$ cat src/logic/dma_pkg.sv
/* Shared constants and payload types of the multi-channel read DMA front end.
   Imported by the interfaces and RTL blocks that use them */
package dma_pkg;

  // ----------------------------------------
  // Sizes
  // ----------------------------------------
  localparam int N_CHAN        = 4;
  localparam int DATA_BITS     = 64;
  localparam int LEN_BITS      = 16;
  localparam int ADDR_BITS     = 32;
  // 8 bytes per beat
  localparam int BEAT_LOG_BITS = 3;
  localparam int BLEN_BITS     = LEN_BITS - BEAT_LOG_BITS;
  localparam int CHAN_BITS     = 2;
  // Depth of each sequence queue, bounds requests in flight
  localparam int N_OUTSTANDING = 8;

  // ----------------------------------------
  // Types
  // ----------------------------------------
  // Read request, 49 bits
  typedef struct packed {
    logic [ADDR_BITS-1:0] addr;
    logic [LEN_BITS-1:0]  len;
    logic                 ctl;
  } dma_req_t;

  // Completion back to the channel
  typedef struct packed {
    logic done;
  } dma_rsp_t;

  // Routing entry, n_tr holds beat count minus one
  typedef struct packed {
    logic                 last;
    logic [CHAN_BITS-1:0] chan;
    logic [BLEN_BITS-1:0] n_tr;
  } mux_seq_t;

endpackage

$ cat src/logic/dma_req_if.sv
/* Request/response link between a user channel and the arbiter.
   snk is the arbiter's receiving side, src the side that issues commands */
`timescale 1ns/1ps

interface dma_req_if
  import dma_pkg::*;
();

  // Handshake
  logic     valid;
  logic     ready;

  // Payloads
  dma_req_t req;
  dma_rsp_t rsp;

  // Accepts requests, returns ready and done
  modport snk (
    input  valid, req,
    output ready, rsp
  );

  // Issues requests, receives ready and done
  modport src (
    output valid, req,
    input  ready, rsp
  );

endinterface

$ cat src/logic/meta_if.sv
/* Generic valid/ready stream carrying one STYPE word per transfer */
`timescale 1ns/1ps

interface meta_if #(
  parameter type STYPE = logic
) ();

  logic valid;
  logic ready;
  STYPE data;

  // Producer side
  modport m (output valid, data, input ready);

  // Consumer side
  modport s (input valid, data, output ready);

endinterface

$ cat src/logic/seq_queue.sv
/* Registered FIFO of N_OUTSTANDING entries, payload set by QTYPE.
   Holds the routing and completion sequences of granted requests */
`timescale 1ns/1ps

module seq_queue
  import dma_pkg::*;
#(
  parameter type QTYPE = logic
) (
  input  logic aclk,
  input  logic aresetn,
  input  logic val_snk,
  output logic rdy_snk,
  input  QTYPE data_snk,
  output logic val_src,
  input  logic rdy_src,
  output QTYPE data_src
);

  // Storage
  QTYPE mem [N_OUTSTANDING];

  logic [$clog2(N_OUTSTANDING)-1:0]   wr_ptr;
  logic [$clog2(N_OUTSTANDING)-1:0]   rd_ptr;
  logic [$clog2(N_OUTSTANDING+1)-1:0] count;
  logic push;
  logic pop;

  assign push = val_snk && rdy_snk;
  assign pop  = val_src && rdy_src;

  // Status flags
  assign rdy_snk  = (count != N_OUTSTANDING);
  assign val_src  = (count != 0);
  assign data_src = mem[rd_ptr];

  always_ff @(posedge aclk) begin
    if (push) begin
      mem[wr_ptr] <= data_snk;
    end
  end

  // Pointers and fill level
  always_ff @(posedge aclk) begin
    if (!aresetn) begin
      wr_ptr <= '0;
      rd_ptr <= '0;
      count  <= '0;
    end else begin
      if (push) begin
        wr_ptr <= (wr_ptr == N_OUTSTANDING - 1) ? '0 : wr_ptr + 1'b1;
      end
      if (pop) begin
        rd_ptr <= (rd_ptr == N_OUTSTANDING - 1) ? '0 : rd_ptr + 1'b1;
      end
      if (push && !pop) begin
        count <= count + 1'b1;
      end else if (pop && !push) begin
        count <= count - 1'b1;
      end
    end
  end

  // Producer only offers when space was granted
  a_no_push_full: assert property (@(posedge aclk) disable iff (!aresetn)
    (count == N_OUTSTANDING) |-> !val_snk);

  // Consumer only pops an existing entry
  a_no_pop_empty: assert property (@(posedge aclk) disable iff (!aresetn)
    (count == 0) |-> !rdy_src);

endmodule

$ cat src/logic/dma_arbiter.sv
/* Round-robin arbiter from N_CHAN request links onto one command link.
   Every grant queues a routing entry for the data mux and a completion entry */
`timescale 1ns/1ps

module dma_arbiter
  import dma_pkg::*;
(
  input  logic aclk,
  input  logic aresetn,
  dma_req_if.snk req_snk [N_CHAN],
  dma_req_if.src req_src,
  meta_if.m      mux
);

  // Channel side, flattened
  logic [N_CHAN-1:0] valid_snk;
  dma_req_t          request_snk [N_CHAN];

  // Command side
  logic valid_src;
  logic ready_src;
  logic done_src;
  logic grant;

  // Selection
  logic [CHAN_BITS-1:0] rr_ptr;
  logic [CHAN_BITS-1:0] gnt_chan;
  logic                 found;
  dma_req_t             gnt_req;
  logic [LEN_BITS-1:0]  len_m1;
  mux_seq_t             route_entry;

  // Queue status
  logic                 route_rdy;
  logic                 cpl_rdy;
  logic                 cpl_valid;
  logic [CHAN_BITS-1:0] cpl_chan;

  // ----------------------------------------
  // Channel links
  // ----------------------------------------
  for (genvar i = 0; i < N_CHAN; i++) begin : g_chan
    assign valid_snk[i]   = req_snk[i].valid;
    assign request_snk[i] = req_snk[i].req;
    // Only the granted channel sees ready
    assign req_snk[i].ready    = grant && (gnt_chan == CHAN_BITS'(i));
    // Done goes to the owner at the completion head
    assign req_snk[i].rsp.done = done_src && (cpl_chan == CHAN_BITS'(i));
  end

  assign ready_src = req_src.ready;
  assign done_src  = req_src.rsp.done;

  // ----------------------------------------
  // Round robin
  // ----------------------------------------
  // First valid channel upward from the pointer, with wrap
  always_comb begin
    found    = 1'b0;
    gnt_chan = rr_ptr;
    for (int i = 0; i < N_CHAN; i++) begin
      if (!found && valid_snk[(int'(rr_ptr) + i) % N_CHAN]) begin
        found    = 1'b1;
        gnt_chan = CHAN_BITS'((int'(rr_ptr) + i) % N_CHAN);
      end
    end
  end

  // Pointer steps once per grant, whoever won
  always_ff @(posedge aclk) begin
    if (!aresetn) begin
      rr_ptr <= '0;
    end else if (grant) begin
      rr_ptr <= (rr_ptr == N_CHAN - 1) ? '0 : rr_ptr + 1'b1;
    end
  end

  // Both queues need room before a command goes out
  assign valid_src = found && route_rdy && cpl_rdy;
  assign grant     = valid_src && ready_src;
  assign gnt_req   = request_snk[gnt_chan];

  assign req_src.valid = valid_src;
  assign req_src.req   = gnt_req;

  // Beats minus one
  assign len_m1      = gnt_req.len - 1'b1;
  assign route_entry = '{last: gnt_req.ctl, chan: gnt_chan,
                         n_tr: len_m1[LEN_BITS-1:BEAT_LOG_BITS]};

  // ----------------------------------------
  // Sequence queues
  // ----------------------------------------
  seq_queue #(.QTYPE(mux_seq_t)) i_route_q (
    .aclk     (aclk),
    .aresetn  (aresetn),
    .val_snk  (grant),
    .rdy_snk  (route_rdy),
    .data_snk (route_entry),
    .val_src  (mux.valid),
    .rdy_src  (mux.ready),
    .data_src (mux.data)
  );

  // Popped by each done from the data mux
  seq_queue #(.QTYPE(logic [CHAN_BITS-1:0])) i_cpl_q (
    .aclk     (aclk),
    .aresetn  (aresetn),
    .val_snk  (grant),
    .rdy_snk  (cpl_rdy),
    .data_snk (gnt_chan),
    .val_src  (cpl_valid),
    .rdy_src  (done_src),
    .data_src (cpl_chan)
  );

  // Mux never finishes a request the arbiter did not grant
  a_done_has_owner: assert property (@(posedge aclk) disable iff (!aresetn)
    done_src |-> cpl_valid);

endmodule

$ cat src/logic/dma_data_mux.sv
/* Splits the read data stream across the channels, one request at a time.
   Head of the routing queue picks the channel and the beat count */
`timescale 1ns/1ps

module dma_data_mux
  import dma_pkg::*;
(
  input  logic                 aclk,
  input  logic                 aresetn,
  meta_if.s                    seq,
  input  logic                 rd_valid,
  output logic                 rd_ready,
  input  logic [DATA_BITS-1:0] rd_data,
  output logic [N_CHAN-1:0]    out_valid,
  input  logic [N_CHAN-1:0]    out_ready,
  output logic [DATA_BITS-1:0] out_data [N_CHAN],
  output logic [N_CHAN-1:0]    out_last,
  output logic                 done
);

  mux_seq_t             head;
  logic [BLEN_BITS-1:0] beat_cnt;
  logic                 beat;
  logic                 final_beat;

  assign head = seq.data;

  // ----------------------------------------
  // Beat path
  // ----------------------------------------
  // Stall when no route or the owner is busy
  assign rd_ready   = seq.valid && out_ready[head.chan];
  assign beat       = rd_valid && rd_ready;
  assign final_beat = (beat_cnt == head.n_tr);

  // Request completes on its last accepted beat
  assign done      = beat && final_beat;
  assign seq.ready = done;

  for (genvar i = 0; i < N_CHAN; i++) begin : g_out
    assign out_valid[i] = seq.valid && rd_valid && (head.chan == CHAN_BITS'(i));
    // Payload is shared, valid picks the owner
    assign out_data[i]  = rd_data;
    // tlast only when the transfer ends here
    assign out_last[i]  = seq.valid && (head.chan == CHAN_BITS'(i)) &&
                          head.last && final_beat;
  end

  // ----------------------------------------
  // Beat counter
  // ----------------------------------------
  always_ff @(posedge aclk) begin
    if (!aresetn) begin
      beat_cnt <= '0;
    end else if (beat) begin
      if (final_beat) begin
        beat_cnt <= '0;
      end else begin
        beat_cnt <= beat_cnt + 1'b1;
      end
    end
  end

  // Counter stays within the head request's beats
  a_cnt_in_range: assert property (@(posedge aclk) disable iff (!aresetn)
    seq.valid |-> (beat_cnt <= head.n_tr));

endmodule

$ cat src/logic/dma_rd_top.sv
/* Read DMA front end top level with plain ports.
   Wraps the ports into links and connects arbiter and data mux */
`timescale 1ns/1ps

module dma_rd_top
  import dma_pkg::*;
(
  input  logic                 aclk,
  input  logic                 aresetn,
  // User channels
  input  logic [N_CHAN-1:0]    req_valid,
  output logic [N_CHAN-1:0]    req_ready,
  input  logic [ADDR_BITS-1:0] req_addr [N_CHAN],
  input  logic [LEN_BITS-1:0]  req_len [N_CHAN],
  input  logic [N_CHAN-1:0]    req_ctl,
  output logic [N_CHAN-1:0]    req_done,
  // Command port
  output logic                 cmd_valid,
  input  logic                 cmd_ready,
  output logic [ADDR_BITS-1:0] cmd_addr,
  output logic [LEN_BITS-1:0]  cmd_len,
  // Read data in
  input  logic                 rd_valid,
  output logic                 rd_ready,
  input  logic [DATA_BITS-1:0] rd_data,
  // Per-channel data out
  output logic [N_CHAN-1:0]    out_valid,
  input  logic [N_CHAN-1:0]    out_ready,
  output logic [DATA_BITS-1:0] out_data [N_CHAN],
  output logic [N_CHAN-1:0]    out_last
);

  dma_req_if                   chan_if [N_CHAN] ();
  dma_req_if                   cmd_if ();
  meta_if #(.STYPE(mux_seq_t)) seq_if ();
  logic                        seq_done;

  // Channel ports into links
  for (genvar i = 0; i < N_CHAN; i++) begin : g_chan
    assign chan_if[i].valid = req_valid[i];
    assign chan_if[i].req   = '{addr: req_addr[i], len: req_len[i], ctl: req_ctl[i]};
    assign req_ready[i]     = chan_if[i].ready;
    assign req_done[i]      = chan_if[i].rsp.done;
  end

  // Command link out to ports, done fed back from the mux
  assign cmd_valid       = cmd_if.valid;
  assign cmd_addr        = cmd_if.req.addr;
  assign cmd_len         = cmd_if.req.len;
  assign cmd_if.ready    = cmd_ready;
  assign cmd_if.rsp.done = seq_done;

  dma_arbiter i_arbiter (
    .aclk    (aclk),
    .aresetn (aresetn),
    .req_snk (chan_if),
    .req_src (cmd_if),
    .mux     (seq_if)
  );

  dma_data_mux i_data_mux (
    .aclk      (aclk),
    .aresetn   (aresetn),
    .seq       (seq_if),
    .rd_valid  (rd_valid),
    .rd_ready  (rd_ready),
    .rd_data   (rd_data),
    .out_valid (out_valid),
    .out_ready (out_ready),
    .out_data  (out_data),
    .out_last  (out_last),
    .done      (seq_done)
  );

endmodule

$ cat config.mk
export PLATFORM = sky130hd
export DESIGN_NAME = dma_rd_top
export DESIGN_NICKNAME = d
export VERILOG_FILES = /design/src/logic/dma_pkg.sv /design/src/logic/dma_req_if.sv /design/src/logic/meta_if.sv /design/src/logic/seq_queue.sv /design/src/logic/dma_arbiter.sv /design/src/logic/dma_data_mux.sv /design/src/logic/dma_rd_top.sv
export SDC_FILE = /design/constraint.sdc
export NUM_CORES = 1
export LEC_CHECK = 0
export BUFFER_PORTS_ARGS = -buffer_cell sky130_fd_sc_hd__buf_2
export CORE_AREA = 5 5 227 229
export DETAILED_ROUTE_END_ITERATION = 10
export DIE_AREA = 0 0 232 234
export HOLD_SLACK_MARGIN = 0.12
export SLEW_MARGIN = 20
export SYNTH_ARGS = -nofsm -noshare
export SYNTH_HDL_FRONTEND = slang
export SYNTH_SLANG_ARGS = --single-unit
export TNS_END_PERCENT = 30
$ cat constraint.sdc
create_clock -name aclk -period 5.31 [get_ports aclk]
set_clock_uncertainty 0.2 [all_clocks]
set_input_delay 0.2655 -clock aclk [delete_from_list [all_inputs] [get_ports aclk]]
set_output_delay 0.2655 -clock aclk [all_outputs]
set_load 0.01 [all_outputs]
==> metrics <==
Post-CTS Setup Bufs=0; initial core utilization=0.242; Crit Path Category=reg -> out; Worst setup SP type=register; CTS tree=built; top post-synthesis cells by area=edfxtp_1 36%, buf_4 20%, mux4_2 14%; number of buffers added on ports=273; TritonCTS sink count=185; I/O pin total=594; initial DRC count=524; wire length per cell=26.5 um; # nets final=1,238; worst-skew pair later-pin latency=0.44 ns; post-synthesis cell count=988; antenna violations before repair=12; hold depth=2; clock-pin slew on the worst setup and hold paths=0.07 ns; main flop type after synthesis=edfxtp_1; Slew @ Worst Pin=1.07 ns; routability cong.=0.961; Rel. slew slack=0.283; number of max-cap violations=0; Clock Power Share=0.207; Final min period=4.65 ns; DRT antenna net count=0; post-synthesis sequential area ratio=0.431; RSZ-0062 raised after global routing=false; DP Wirelength=35.8 mm; vias in the first global route=7,308; Final Hold Viols=0; Unique masters post-synth=58; Max IR drop VDD=268 uV; Pwr Total=5.75 mW; share of cells above drive strength 1=0.440; Psw=2.25 mW; grt met1 use=0.184; GRT Util Overall=0.152; cells on worst reg2reg path=15; synthesized area=11,900 sq um; Final TNS setup=0 ns; leading cell types in the layout, fill and taps excluded=273 x buf_2, 144 x edfxtp_1, 73 x mux4_2; Die ar.=54,300 sq um; htree depth=4; drt drc=0; cts hold-fix bufs=0; die width=232 um; met3 global-route usage=0.101; Post-synth EDFFs=144; syn nets=1,278; GRT met2 Usage=0.224; Filler cells=5,208; first-pass GRT wire length=57.5 mm; Critical Path RT=4.84 ns; most common cell after layout, fill and taps aside=buf_2; Crit Path Max Fanout=21; Worst setup EP type=output port; Pins Over Slew Limit=0; PostCTS Resize Cnt=0; PD cells=464 nW/um^2; core area=49,500 sq um; root buf cell=clkbuf_16; Post-Route WL=43.4 mm; Vias=7,480; # setup viols final=0; largest net degree at the start of global routing=79; final period utilization=0.875; vias per std cell=4.57; Pint=3.50 mW; #FFs+latches synth=185; post-synthesis average cell area=12.1 sq um; GRT overflow=0; Flop pwr share=0.353; Synth warnings=0; Leak=4.37 nW; CP arrival=4.18 ns; status=complete, no violations; asr flop ratio synth=0; Pre-Repair DR Iteration Count=6; Area growth syn-to-layout=3.56%; cts bufs inserted=17; row count=82; Sw Share=0.392; leading area contributor after synthesis=edfxtp_1; Die Height=234 um; Fmax=215 MHz; Yosys top cell area share=0.362; Hold Crit Class=in -> reg; CTS Buffer Depth=2; grt peak-use layer=met2; logic gate share of total power=0.440
cells in the mapped netlist (2+ instances only):
cell      count
nand4_1       3
xnor2_1      28
clkbuf_1     10
mux2i_1      31
o21a_1        2
nand2b_1      9
mux4_2       73
edfxtp_1    144
o211ai_1      2
o21ai_0      16
ha_1         16
mux2_2       17
and3_1        4
dfxtp_1      41
nor2b_1      10
a21oi_1      12
inv_1         9
nor4b_1       3
nor3_1       46
buf_2        17
o21ai_1       4
a22o_1        7
and2_1        4
buf_4       317
fa_1          2
nor3b_1       7
a221oi_1      2
nand3_1      12
nor2_1       43
a21o_1        3
a21boi_0      6
nor4_1        4
nand2_1      39
buf_6         3
or3_1         7
a211oi_1      2
o22ai_1       7
xor2_1        6
power by group through the flow:
stage               clock, mW  combinational (mW)  sequential [mW]
floorplan                   0                1.96             2.02
global route             1.27                2.79             2.04
global placement            0                2.58             2.05
detailed placement          0                2.62             2.06
finish                   1.19                2.53             2.03
CTS                      1.21                2.64             2.03
flip-flops by register name, summed over array words and instances, names as in the netlist, named ones only:
register / count
i_arbiter.rr_ptr: 2
i_arbiter.i_route_q.mem: 128
i_arbiter.i_route_q.wr_ptr: 3
i_arbiter.i_route_q.rd_ptr: 3
i_data_mux.beat_cnt: 13
i_arbiter.i_route_q.count: 4
i_arbiter.i_cpl_q.rd_ptr: 3
i_arbiter.i_cpl_q.count: 4
i_arbiter.i_cpl_q.wr_ptr: 3
i_arbiter.i_cpl_q.mem: 16
metrics by stage:
step | instance area [sq um] | hold WS, ns | util | std cells | worst slack (ns)
final | 12400 | 0.141 | 0.250 | 1635 | 0.661
after global routing | 12400 | 0.156 | 0.250 | 1633 | 0.150
after CTS | 12400 | 0.125 | 0.250 | 1633 | 0.428
after detailed placement | 11800 | 0.292 | 0.239 | 1601 | 0.689
after global placement | 11800 | 0.288 | 0.239 | 1601 | 0.733
after floorplan | 11900 | 0.223 | - | 988 | 1.38
logic make-up after synthesis:
group | count (synthesis) | share of synthesized area
xor+xnor | 35 | 0.0272
simple gates | 200 | 0.0854
mux | 122 | 0.182
compound gates | 70 | 0.0389
fa+ha+maj | 18 | 0.0201
buf+inv | 358 | 0.216
flops | 185 | 0.431
final timing paths:
check | endpoint | start | slack, ns
worst max-delay path | cmd_len[13] | i_arbiter.rr_ptr[0] | 0.66
worst min-delay path | i_data_mux.beat_cnt[1] | aresetn | 0.14
worst max register to register | i_arbiter.i_cpl_q.count[3] | register | 0.70
worst min register to register | i_arbiter.i_cpl_q.rd_ptr[1] | i_arbiter.i_cpl_q.rd_ptr[1] | 0.30
metal layers:
| metal | wire [um] | vias to the layer above |
|---|---|---|
| met4 | 769 | 6 |
| met2 | 19200 | 503 |
| met1 | 16600 | 3701 |
| li1 | - | 3202 |
| met5 | 173 | - |
| met3 | 6670 | 68 |
final cells by class:
class	count	area [sq um]	area share
flip-flops and latches	185	5150	0.416
multi-input cells	445	4280	0.346
repair buffers	289	1510	0.122
well taps	672	841	0.0680
clock buffers	19	433	0.0350
clock inverters	13	115	0.00931
inverters	10	37.5	0.00303
diodes	2	5.00	0.000405
critical path: stages (launching register included):
cell	delay (ns)
dfxtp_1	0.69
ha_1	0.39
or2b_1	0.25
a21oi_1	0.15
o32a_2	0.60
buf_4	0.39
mux2_2	0.36
o21ai_0	0.51
inv_1	0.19
buf_2	0.19
No activity file was read; power rests on OpenSTA's default activity.
